--- src/xt_bus_pkg.sv ---
// I/O bus definitions for the XT glue block
// port address width, data byte and register offset types
// block numbers decoded from address bits 7:5

package xt_bus_pkg;

    // 10-bit XT I/O port space
    localparam int IO_ADDR_W = 10;

    // one byte on the data bus
    typedef logic [7:0] byte_t;

    // register offset inside a device block, address bits 1:0
    typedef logic [1:0] io_offset_t;

    // 32-port blocks selected by address bits 7:5
    localparam logic [2:0] PIC_BLOCK = 3'd1;
    localparam logic [2:0] PIT_BLOCK = 3'd2;
    localparam logic [2:0] PPI_BLOCK = 3'd3;

endpackage

--- src/xt_port_pkg.sv ---
// peripheral port definitions for the XT glue block
// port B control word with byte and field views, IRQ line numbers

package xt_port_pkg;

    // named bits of the port B control latch
    typedef struct packed {
        logic       clear_keycode;
        logic       keyboard_enable;
        logic [3:0] spare;
        logic       speaker_data;
        logic       timer2_gate;
    } port_b_fields_t;

    // raw byte for bus write and read-back, fields for the devices
    typedef union packed {
        xt_bus_pkg::byte_t raw;
        port_b_fields_t    field;
    } port_b_ctrl_u;

    // fixed interrupt lines
    localparam int IRQ_TIMER    = 0;
    localparam int IRQ_KEYBOARD = 1;
    localparam int IRQ_LINES    = 8;

endpackage

--- src/xt_glue_top.sv ---
// XT peripheral glue top level
// bus decode block plus interrupt latch, interval timer and
// parallel-port keyboard block

`timescale 1ns/10ps

module xt_glue_top #(
    parameter int                PIT_PRESCALE = 4,
    parameter xt_bus_pkg::byte_t VECTOR_BASE  = 8'h08
) (
    input  logic                              clock,
    input  logic                              reset,
    input  logic [xt_bus_pkg::IO_ADDR_W-1:0]  address,
    input  xt_bus_pkg::byte_t                 data_in,
    input  logic                              io_read_n,
    input  logic                              io_write_n,
    input  logic                              address_enable_n,
    input  logic                              interrupt_acknowledge_n,
    input  logic [xt_port_pkg::IRQ_LINES-1:2] interrupt_request,
    input  logic                              key_valid,
    input  xt_bus_pkg::byte_t                 key_code,
    input  xt_bus_pkg::byte_t                 port_c_in,
    output xt_bus_pkg::byte_t                 data_bus_out,
    output logic                              data_bus_out_from_chipset,
    output logic                              interrupt_to_cpu,
    output logic                              timer_out0,
    output logic                              timer_out2,
    output logic                              speaker_out,
    output xt_bus_pkg::byte_t                 port_b_out,
    output logic                              kbd_reset_request
);
    import xt_bus_pkg::*;

    logic       pic_select_n;
    logic       pit_select_n;
    logic       ppi_select_n;
    io_offset_t offset;
    logic       write_strobe;
    byte_t      pic_data;
    byte_t      pic_vector;
    byte_t      ppi_data;
    logic       timer2_gate;
    logic       speaker_data;
    logic       keyboard_irq;

    xt_io_bus u_io_bus (
        .clock                     (clock),
        .reset                     (reset),
        .address                   (address),
        .address_enable_n          (address_enable_n),
        .io_read_n                 (io_read_n),
        .io_write_n                (io_write_n),
        .interrupt_acknowledge_n   (interrupt_acknowledge_n),
        .pic_data                  (pic_data),
        .pic_vector                (pic_vector),
        .ppi_data                  (ppi_data),
        .pic_select_n              (pic_select_n),
        .pit_select_n              (pit_select_n),
        .ppi_select_n              (ppi_select_n),
        .offset                    (offset),
        .write_strobe              (write_strobe),
        .data_bus_out              (data_bus_out),
        .data_bus_out_from_chipset (data_bus_out_from_chipset)
    );

    xt_pic #(
        .VECTOR_BASE (VECTOR_BASE)
    ) u_pic (
        .clock             (clock),
        .reset             (reset),
        .select_n          (pic_select_n),
        .write_strobe      (write_strobe),
        .offset            (offset),
        .data_in           (data_in),
        .timer_irq         (timer_out0),
        .keyboard_irq      (keyboard_irq),
        .interrupt_request (interrupt_request),
        .read_data         (pic_data),
        .vector            (pic_vector),
        .interrupt_to_cpu  (interrupt_to_cpu)
    );

    xt_pit #(
        .PIT_PRESCALE (PIT_PRESCALE)
    ) u_pit (
        .clock        (clock),
        .reset        (reset),
        .select_n     (pit_select_n),
        .write_strobe (write_strobe),
        .offset       (offset),
        .data_in      (data_in),
        .timer2_gate  (timer2_gate),
        .speaker_data (speaker_data),
        .timer_out0   (timer_out0),
        .timer_out2   (timer_out2),
        .speaker_out  (speaker_out)
    );

    xt_ppi_keyboard u_ppi (
        .clock             (clock),
        .reset             (reset),
        .select_n          (ppi_select_n),
        .write_strobe      (write_strobe),
        .offset            (offset),
        .data_in           (data_in),
        .key_valid         (key_valid),
        .key_code          (key_code),
        .port_c_in         (port_c_in),
        .read_data         (ppi_data),
        .port_b_out        (port_b_out),
        .timer2_gate       (timer2_gate),
        .speaker_data      (speaker_data),
        .keyboard_irq      (keyboard_irq),
        .kbd_reset_request (kbd_reset_request)
    );

endmodule

--- src/xt_io_bus.sv ---
// I/O bus block: XT address decode, write strobe from the
// falling edge of io_write_n, and the priority read-return mux

`timescale 1ns/10ps

module xt_io_bus (
    input  logic                             clock,
    input  logic                             reset,
    input  logic [xt_bus_pkg::IO_ADDR_W-1:0] address,
    input  logic                             address_enable_n,
    input  logic                             io_read_n,
    input  logic                             io_write_n,
    input  logic                             interrupt_acknowledge_n,
    input  xt_bus_pkg::byte_t                pic_data,
    input  xt_bus_pkg::byte_t                pic_vector,
    input  xt_bus_pkg::byte_t                ppi_data,
    output logic                             pic_select_n,
    output logic                             pit_select_n,
    output logic                             ppi_select_n,
    output xt_bus_pkg::io_offset_t           offset,
    output logic                             write_strobe,
    output xt_bus_pkg::byte_t                data_bus_out,
    output logic                             data_bus_out_from_chipset
);
    import xt_bus_pkg::*;

    logic       io_write_n_prev;
    logic       io_space;
    logic [2:0] block;

    // only ports below 0x100 with AEN low belong to the XT blocks
    assign io_space = ~address_enable_n & (address[IO_ADDR_W-1:8] == '0);
    assign block    = address[7:5];

    assign pic_select_n = ~(io_space & (block == PIC_BLOCK));
    assign pit_select_n = ~(io_space & (block == PIT_BLOCK));
    assign ppi_select_n = ~(io_space & (block == PPI_BLOCK));

    assign offset = address[1:0];

    // previous write strobe level for edge detection
    always_ff @(posedge clock) begin
        if (reset) begin
            io_write_n_prev <= 1'b1;
        end else begin
            io_write_n_prev <= io_write_n;
        end
    end

    // high only in the first low cycle of io_write_n
    assign write_strobe = io_write_n_prev & ~io_write_n;

    // read return, acknowledge has the highest priority
    always_comb begin
        if (~interrupt_acknowledge_n) begin
            data_bus_out_from_chipset = 1'b1;
            data_bus_out              = pic_vector;
        end else if (~pic_select_n && ~io_read_n) begin
            data_bus_out_from_chipset = 1'b1;
            data_bus_out              = pic_data;
        end else if (~ppi_select_n && ~io_read_n) begin
            data_bus_out_from_chipset = 1'b1;
            data_bus_out              = ppi_data;
        end else begin
            data_bus_out_from_chipset = 1'b0;
            data_bus_out              = 8'h00;
        end
    end

endmodule

--- src/xt_pic.sv ---
// reduced 8259 interrupt latch: edge capture into pending bits,
// mask register, end-of-interrupt clear and vector generation

`timescale 1ns/10ps

module xt_pic #(
    parameter xt_bus_pkg::byte_t VECTOR_BASE = 8'h08
) (
    input  logic                              clock,
    input  logic                              reset,
    input  logic                              select_n,
    input  logic                              write_strobe,
    input  xt_bus_pkg::io_offset_t            offset,
    input  xt_bus_pkg::byte_t                 data_in,
    input  logic                              timer_irq,
    input  logic                              keyboard_irq,
    input  logic [xt_port_pkg::IRQ_LINES-1:2] interrupt_request,
    output xt_bus_pkg::byte_t                 read_data,
    output xt_bus_pkg::byte_t                 vector,
    output logic                              interrupt_to_cpu
);
    import xt_bus_pkg::*;
    import xt_port_pkg::*;

    localparam int LINE_W = $clog2(IRQ_LINES);

    logic [IRQ_LINES-1:0] lines;
    logic [IRQ_LINES-1:0] lines_prev;
    logic [IRQ_LINES-1:0] pending;
    logic [IRQ_LINES-1:0] mask;
    logic [IRQ_LINES-1:0] active;
    logic [LINE_W-1:0]    lowest_line;
    logic                 write_en;

    assign lines[IRQ_TIMER]           = timer_irq;
    assign lines[IRQ_KEYBOARD]        = keyboard_irq;
    assign lines[IRQ_LINES-1:2]       = interrupt_request;

    // A0 picks pending (0) or mask (1)
    assign write_en = write_strobe & ~select_n;

    always_ff @(posedge clock) begin
        if (reset) begin
            // all ones so lines already high at reset are not seen as edges
            lines_prev <= '1;
            pending    <= '0;
            mask       <= '1;
        end else begin
            lines_prev <= lines;
            if (write_en && ~offset[0]) begin
                // EOI clears the selected bits, a new edge still wins
                pending <= (pending & ~data_in) | (lines & ~lines_prev);
            end else begin
                pending <= pending | (lines & ~lines_prev);
            end
            if (write_en && offset[0]) begin
                mask <= data_in;
            end
        end
    end

    assign active           = pending & ~mask;
    assign interrupt_to_cpu = |active;

    // lowest numbered unmasked request
    always_comb begin
        lowest_line = '0;
        for (int i = IRQ_LINES - 1; i >= 0; i--) begin
            if (active[i]) begin
                lowest_line = LINE_W'(i);
            end
        end
    end

    assign vector    = VECTOR_BASE + byte_t'(lowest_line);
    assign read_data = offset[0] ? mask : pending;

endmodule

--- src/xt_pit.sv ---
// interval timer: tick prescaler and two reloadable square-wave
// channels (0 at offset 0, 2 at offset 2), speaker output gating

`timescale 1ns/10ps

module xt_pit #(
    parameter int PIT_PRESCALE = 4
) (
    input  logic                   clock,
    input  logic                   reset,
    input  logic                   select_n,
    input  logic                   write_strobe,
    input  xt_bus_pkg::io_offset_t offset,
    input  xt_bus_pkg::byte_t      data_in,
    input  logic                   timer2_gate,
    input  logic                   speaker_data,
    output logic                   timer_out0,
    output logic                   timer_out2,
    output logic                   speaker_out
);
    import xt_bus_pkg::*;

    localparam int PRE_W = $clog2(PIT_PRESCALE);

    logic [PRE_W-1:0] prescale_count;
    logic             tick;
    logic [1:0]       chan_gate;
    logic [1:0]       chan_out;

    // one tick every PIT_PRESCALE clocks
    assign tick = (prescale_count == PRE_W'(PIT_PRESCALE - 1));

    always_ff @(posedge clock) begin
        if (reset) begin
            prescale_count <= '0;
        end else if (tick) begin
            prescale_count <= '0;
        end else begin
            prescale_count <= prescale_count + 1'b1;
        end
    end

    // channel 0 runs freely
    assign chan_gate = {timer2_gate, 1'b1};

    for (genvar c = 0; c < 2; c++) begin : g_chan
        localparam io_offset_t CHAN_OFFSET = io_offset_t'(2 * c);

        logic [15:0] reload;
        logic [15:0] count;
        logic        high_byte;
        logic        load_pending;
        logic        running;
        logic        out_q;
        logic        chan_write;
        logic        terminal;

        assign chan_write = write_strobe & ~select_n & (offset == CHAN_OFFSET);
        assign terminal   = running & ~load_pending & (count == 16'd1);

        // low byte first, then high byte
        always_ff @(posedge clock) begin
            if (chan_write) begin
                if (high_byte) begin
                    reload[15:8] <= data_in;
                end else begin
                    reload[7:0] <= data_in;
                end
            end
        end

        // a reload of 0 wraps through 0xffff, giving 65536 ticks
        always_ff @(posedge clock) begin
            if (tick) begin
                if (load_pending) begin
                    count <= reload;
                end else if (running && chan_gate[c]) begin
                    count <= (count == 16'd1) ? reload : count - 16'd1;
                end
            end
        end

        always_ff @(posedge clock) begin
            if (reset) begin
                high_byte    <= 1'b0;
                load_pending <= 1'b0;
                running      <= 1'b0;
                out_q        <= 1'b1;
            end else begin
                if (tick && load_pending) begin
                    load_pending <= 1'b0;
                    running      <= 1'b1;
                end
                // high byte write arms the load for the next tick
                if (chan_write) begin
                    high_byte <= ~high_byte;
                    if (high_byte) begin
                        load_pending <= 1'b1;
                    end
                end
                if (!chan_gate[c] || (tick && load_pending)) begin
                    out_q <= 1'b1;
                end else if (tick && terminal) begin
                    out_q <= ~out_q;
                end
            end
        end

        assign chan_out[c] = out_q;
    end

    assign timer_out0  = chan_out[0];
    assign timer_out2  = chan_out[1];
    assign speaker_out = timer_out2 & speaker_data;

endmodule

--- src/xt_ppi_keyboard.sv ---
// parallel port block: port A scan-code latch, port B control
// latch with its decoded bits, port C input, keyboard reset pulse

`timescale 1ns/10ps

module xt_ppi_keyboard (
    input  logic                   clock,
    input  logic                   reset,
    input  logic                   select_n,
    input  logic                   write_strobe,
    input  xt_bus_pkg::io_offset_t offset,
    input  xt_bus_pkg::byte_t      data_in,
    input  logic                   key_valid,
    input  xt_bus_pkg::byte_t      key_code,
    input  xt_bus_pkg::byte_t      port_c_in,
    output xt_bus_pkg::byte_t      read_data,
    output xt_bus_pkg::byte_t      port_b_out,
    output logic                   timer2_gate,
    output logic                   speaker_data,
    output logic                   keyboard_irq,
    output logic                   kbd_reset_request
);
    import xt_port_pkg::*;

    port_b_ctrl_u port_b;
    logic [7:0]   key_latch;
    logic         keyboard_enable_prev;

    // port B is the only writable register
    always_ff @(posedge clock) begin
        if (reset) begin
            port_b.raw <= 8'h00;
        end else if (write_strobe && ~select_n && (offset == 2'd1)) begin
            port_b.raw <= data_in;
        end
    end

    // one key held until software clears it
    always_ff @(posedge clock) begin
        if (reset) begin
            key_latch    <= 8'h00;
            keyboard_irq <= 1'b0;
        end else if (port_b.field.clear_keycode) begin
            key_latch    <= 8'h00;
            keyboard_irq <= 1'b0;
        end else if (key_valid && !keyboard_irq) begin
            key_latch    <= key_code;
            keyboard_irq <= 1'b1;
        end
    end

    always_ff @(posedge clock) begin
        if (reset) begin
            keyboard_enable_prev <= 1'b0;
        end else begin
            keyboard_enable_prev <= port_b.field.keyboard_enable;
        end
    end

    // rising edge of keyboard enable requests a keyboard reset
    assign kbd_reset_request = port_b.field.keyboard_enable & ~keyboard_enable_prev;

    assign port_b_out   = port_b.raw;
    assign timer2_gate  = port_b.field.timer2_gate;
    assign speaker_data = port_b.field.speaker_data;

    always_comb begin
        case (offset)
            2'd0:    read_data = key_latch;
            2'd1:    read_data = port_b.raw;
            2'd2:    read_data = port_c_in;
            // no control word read-back
            default: read_data = 8'hFF;
        endcase
    end

endmodule

--- config.mk ---
export PLATFORM = sky130hd
export DESIGN_NAME = xt_glue_top
export DESIGN_NICKNAME = d
export VERILOG_FILES = /design/src/xt_bus_pkg.sv /design/src/xt_port_pkg.sv /design/src/xt_glue_top.sv /design/src/xt_io_bus.sv /design/src/xt_pic.sv /design/src/xt_pit.sv /design/src/xt_ppi_keyboard.sv
export SDC_FILE = /design/constraint.sdc
export NUM_CORES = 1
export LEC_CHECK = 0
export ABC_AREA = 1
export ABC_CLOCK_PERIOD_IN_PS = 3300
export BUFFER_PORTS_ARGS = -buffer_cell sky130_fd_sc_hd__buf_2
export CORE_ASPECT_RATIO = 1.25
export CORE_UTILIZATION = 40
export DETAILED_ROUTE_END_ITERATION = 7
export PLACE_DENSITY = 0.57
export SLEW_MARGIN = 40
export SYNTH_ARGS = -nofsm -noshare
export SYNTH_HDL_FRONTEND = slang
export SYNTH_SLANG_ARGS = --single-unit
--- constraint.sdc ---
create_clock -name clock -period 3.3 [get_ports clock]
set_input_delay 0.165 -clock clock [delete_from_list [all_inputs] [get_ports clock]]
set_output_delay 0.165 -clock clock [all_outputs]
set_load 0.05 [all_outputs]
-- Word-level counts from Yosys, hierarchy flattened
Index checks and enable logic that the tools add are counted.
- register bits after elaboration: 117
- input bits: 47
- output and inout bits: 22
- $add $sub $neg: 4
- equal/unequal tests: 8
- mux-type cells: 29
- bitwise gates (word level): 34
- reductions and logical operators: 30
- operators by type and width (kind ; count):
    16-bit 2-to-1 mux ; 6
    8-bit 2-to-1 mux ; 5
    16-bit by 1-bit equality test with 1-bit output, second input constant ; 2
    16-bit by 1-bit subtractor with 16-bit output, second input constant ; 2
    8-bit bitwise AND ; 3
    3-bit 2-to-1 mux ; 8
    8-bit NOT ; 3
    8-bit case mux with 3 select lines ; 1
    8-bit bitwise OR ; 2
    1-bit bitwise AND ; 15
    1-bit logical AND ; 12
    2-bit AND reduction ; 6
    1-bit NOT ; 11
    1-bit 2-to-1 mux ; 9
    2-bit OR reduction ; 4
    8-bit OR reduction ; 1
    3-bit by 2-bit equality test with 1-bit output, second input constant ; 2
    4-bit by 3-bit adder with 5-bit output, first input constant ; 1
    2-bit equality test, second input constant ; 2
    2-bit zero test ; 2
    2-bit nonzero test ; 2
    3-bit by 1-bit equality test with 1-bit output, second input constant ; 1
    2-bit by 1-bit adder with 2-bit output, second input constant ; 1
    2-bit by 1-bit equality test with 1-bit output, second input constant ; 1
    other kinds (2) ; 3

-- Logic depth before layout (Yosys ltp)
- word-level depth: 12
- depth in mapped cells: 10

-- By module
From an unflattened synthesis, not the netlist that was laid out.
- cell total of the unflattened synthesis: 807
- area total of the unflattened synthesis: 6303.5 µm²
- modules (own cells, without submodules) (module ; times used ; cells an instance ; area each (µm²) ; sequential area each (µm²)):
    xt_pit ; 1 ; 445 ; 3816.2 ; 2122.0
    xt_pic ; 1 ; 152 ; 1158.6 ; 480.5
    xt_ppi_keyboard ; 1 ; 137 ; 904.6 ; 360.3
    xt_io_bus ; 1 ; 73 ; 424.2 ; 20.0

-- Least setup slack after synthesis
OpenSTA, ideal clock, no wires.
- kind: reg2reg
- start point: register u_pit.prescale_count[0]
- end point: register u_pit.g_chan[1].count[0], enable pin
- library setup time: 0.414 ns
- arrival: 1.918 ns
- slack: 0.967 ns
- stages on the path, launching flop included: 4
- path buffers: 0
- period minus slack after synthesis: 2.333 ns
- cells stage by stage: dfxtp_1 -> ha_1 -> inv_1 -> o31ai_1
- word-level cells in the longest chain between the ends: 2
- RTL lines (element ; line ; source):
    from (decl) ; xt_pit.sv:25 ; logic [PRE_W-1:0] prescale_count;
    from (signal assigned) ; xt_pit.sv:39 ; prescale_count <= prescale_count + 1'b1;
    2-bit equality test ; xt_pit.sv:31 ; assign tick = (prescale_count == PRE_W'(PIT_PRESCALE - 1));
    2-bit AND reduction (no line) ; -- ;
    to (signal assigned) ; xt_pit.sv:76 ; count <= reload;
    to (signal assigned) ; xt_pit.sv:78 ; count <= (count == 16'd1) ? reload : count - 16'd1;
    to (decl) ; xt_pit.sv:50 ; logic [15:0] count;
No other way between the ends.
A chain may end at the register's enable or synchronous reset.

-- Worst setup path after layout
- start point: input address[0] in the netlist's numbering
- end point: output data_bus_out[1]
- word-level cells in the longest chain between the ends: 5
- elaborated cells between the ends (all ways): 8
- RTL lines (element ; line ; source):
    from (decl) ; xt_glue_top.sv:13 ; input logic [xt_bus_pkg::IO_ADDR_W-1:0] address,
    2-bit equality test (tied with other cells) ; xt_ppi_keyboard.sv:68 ; case (offset)
    8-bit case mux with 3 select lines ; xt_ppi_keyboard.sv:68 ;
    8-bit 2-to-1 mux ; xt_io_bus.sv:61 ; end else if (~ppi_select_n && ~io_read_n) begin
    8-bit 2-to-1 mux (*) ; xt_io_bus.sv:58 ; end else if (~pic_select_n && ~io_read_n) begin
    8-bit 2-to-1 mux (*) ; xt_io_bus.sv:55 ; if (~interrupt_acknowledge_n) begin
    to (decl) ; xt_glue_top.sv:23 ; output xt_bus_pkg::byte_t data_bus_out,
Every way passes the cells marked *; elsewhere a longest branch is shown, timed or not.

==> results.md <==
- Buffers on Ports: 65
- Filler instances: 1391
- Largest net degree at the start of global routing: 26
- Initial DRC count: 254
- Initial antenna violation count: 0
- Critical path's most frequent cell: nand2_1
- Synth Flop Type: edfxtp_1
- Tcrit/Tclk final: 0.590
- DRT Pass-1 Iters: 4
- Post-Place Worst Slack: 1.34 ns
- Total Wirelength: 13900 um
- Placed Cells: 980
- Final-report setup violation count: 0
- Setup_tns: 0 ns
- N_diodes: 0
- Hpwl dp: 10300 um
- Die span in y: 138 um
- Post-synth top cells: nand2_1 (218), nor2_1 (115), inv_1 (79)
- WHS: 0.00716 ns
- Crit-path cells: buf_2 > inv_2 > nor2_4 > nand2_1 > nand3_1 > nand2_1 > nand2_1 > nand2_1 > nand2_1 > buf_2
- Max-cap violations: 0
- Syn Nets: 804
- Synthesized area: 0.00591 mm^2
- Peak VDD IR: 0.000320 V
- Avg Cell Area, Syn: 7.86 um^2
- Peak fanout along the critical path: 22
- CP Data Arrival Time: 1.78 ns
- Final nets: 885
- Longest Clk Path Bufs: 2
- DR vias: 4952
- Routed WL per cell: 13.6 um
- Outcome: finished clean
- Yosys cell types: 34
- Root Buffer: clkbuf_16
- Placed Area: 0.00638 mm^2
- Final Power: 3.40 mW
- Share of cells above drive strength 1: 0.162
- Setup WS post-layout: 1.35 ns
- Reg area: 0.00298 mm^2
- Vias in the first global route: 4795
- Slew margin rel.: 0.540
- Final hold vios: 0
- Critical Path Max Stage Delay: 0.33 ns
- Starting Density: 0.410
- RR Endpoint: u_pit.g_chan[1].count[2]$_DFFE_PP_
- FF-to-FF Start: u_pit.g_chan[1].count[1]$_DFFE_PP_
- PwrDens: 483 mW/mm^2
- Layout area overhead: 19.2%
- Final core occ: 0.489
- CP Capture Type: primary output
- Synth Register Bits: 117
- Number of synthesized flops with an enable pin: 64
- Worst Setup SP: address[0]
- Ports: 69
- FFs w/ async S/R, synth: 0
- Final Max Slew Viols: 0
- CP max stage cell: buf_2
- Area leader, netlist: edfxtp_1
- Die Wd: 111 um
- ANT nets after route: 0
- Worst Setup EP: data_bus_out[1]
- Req. time, crit path: 3.13 ns
- Fin crit period: 1.95 ns
- R2R setup slack: 1.43 ns
- Ranking of synthesized cells by area: edfxtp_1 (33%), dfxtp_1 (18%), nand2_1 (14%), nor2_1 (7.3%), inv_1 (5.0%)
- Vias per Instance: 4.84
- Final Skew: 0.00771 ns
- Critical path class: input pin to primary output
- All-Layer GR Usage: 0.192
- Post-route DRC violation count: 0
- Sequential area share after synthesis: 0.505
- First-pass GRT wire length: 23000 um
- Core ar.: 0.0144 mm^2
- Final instance area: 0.00704 mm^2
- Area share of the largest cell type after synthesis: 0.325
- R2R depth: 9
- Worst-Margin Slew: 0.688 ns
- CTS sink count: 117
- Yosys Warn Count: 0
- Row count: 49
- RePlAce Congestion: 0.870
- Htree depth: 4
- CTS clk-pin slew, worst paths: 0.06 ns
- FMAX: 514 MHz
- Hold Crit Class: input pin to flop
- CP Launch Type: input pin
- Clk_lat worst skew: 0.41 ns
- Quantity of gates resized following cts: 0
- Multi-input gate area: 0.00251 mm^2
- TritonCTS clock tree: done
- Gr ovfl total: 0
- Post-Layout Cell Count: 1024
- Total die area: 0.0153 mm^2
- Post-synthesis cell count: 752
- RSZ-0062 raised after global routing: false
- Most used standard cell by instance count after synthesis: nand2_1
- Num CTS Buffers: 17
- LEAKAGE: 3.04 nW
layer usage:
layer / wire, um / GRT usage / part of all wire / vias up
met5: 0 / 0 / 0 / -
li1: - / - / - / 2593
met4: 243 / 0.0696 / 0.017 / 0
met3: 483 / 0.0385 / 0.035 / 24
met2: 7110 / 0.354 / 0.51 / 107
met1: 6080 / 0.222 / 0.44 / 2228
cell type report:
| type | count | area share |
|---|---|---|
| Sequential cell | 117 | 0.423 |
| Multi-Input combinational cell | 535 | 0.357 |
| Tap cell | 178 | 0.0316 |
| Clock buffer | 24 | 0.0714 |
| Clock inverter | 8 | 0.00639 |
| Timing Repair Buffer | 80 | 0.0664 |
| Inverter | 82 | 0.0439 |
state kept, by name (all words and copies together) (netlist names), 8 cells and up:
register,cells
u_pit.g_chan.count,32
u_pit.g_chan.reload,32
u_pic.lines_prev,8
u_pic.mask,8
u_pic.pending,8
u_ppi.key_latch,8
u_ppi.port_b_out,8
worst min path at each step:
stage                                    start                         endpoint  slack [ns]  cells past startpoint
after CTS                          key_code[4]  u_ppi.key_latch[4]$_SDFFE_PP0P_       0.001                      3
final                              key_code[4]  u_ppi.key_latch[4]$_SDFFE_PP0P_       0.007                      3
after global routing               key_code[4]  u_ppi.key_latch[4]$_SDFFE_PP0P_        0.02                      3
after detailed placement  interrupt_request[6]   u_pic.lines_prev[6]$_SDFF_PP1_        0.35                      3
after global placement    interrupt_request[2]   u_pic.lines_prev[2]$_SDFF_PP1_        0.34                      3
after floorplan           interrupt_request[2]   u_pic.lines_prev[2]$_SDFF_PP1_        0.26                      2
power by group:
| group | internal [mW] | switching, mW | leakage, nW |
|---|---|---|---|
| clock | 1.06 | 0.627 | 0.276 |
| sequential | 1.55 | 0.00949 | 1.01 |
| combinational | 0.0555 | 0.105 | 1.76 |
cell families after synthesis:
| group | Yosys count | share of synthesized area |
|---|---|---|
| xor+xnor | 11 | 0.0163 |
| flops | 117 | 0.505 |
| buf+inv | 100 | 0.0711 |
| simple gates | 441 | 0.330 |
| compound gates | 78 | 0.0673 |
| fa+ha+maj | 5 | 0.0106 |
worst max-delay path: cells and delay by family:
family	cells	cell delay, ns
buf+inv	3	0.81
simple gates	7	0.79
cell usage in the layout, fill, tap and decap left out, drive strengths merged:
cell and n:
clkinvlp 1, nand3 45, o31ai 1, nor3 5, clkbuf 24, o211ai 1, nand2 222, o21ai 35
xnor2 6, clkinv 7, o22ai 2, nor2 131, dfxtp 53, inv 82, ha 5, xor2 5
buf 68, or2 12, a21oi 39, nand3b 6, nand4 20, edfxtp 64, dlygate4sd3 12
timing repair:
action,4_1_cts,5_1_grt
hold endpoints to repair,12,0
hold buffers,12,0
setup buffers,0,0
(Power assumes the default switching activity.)
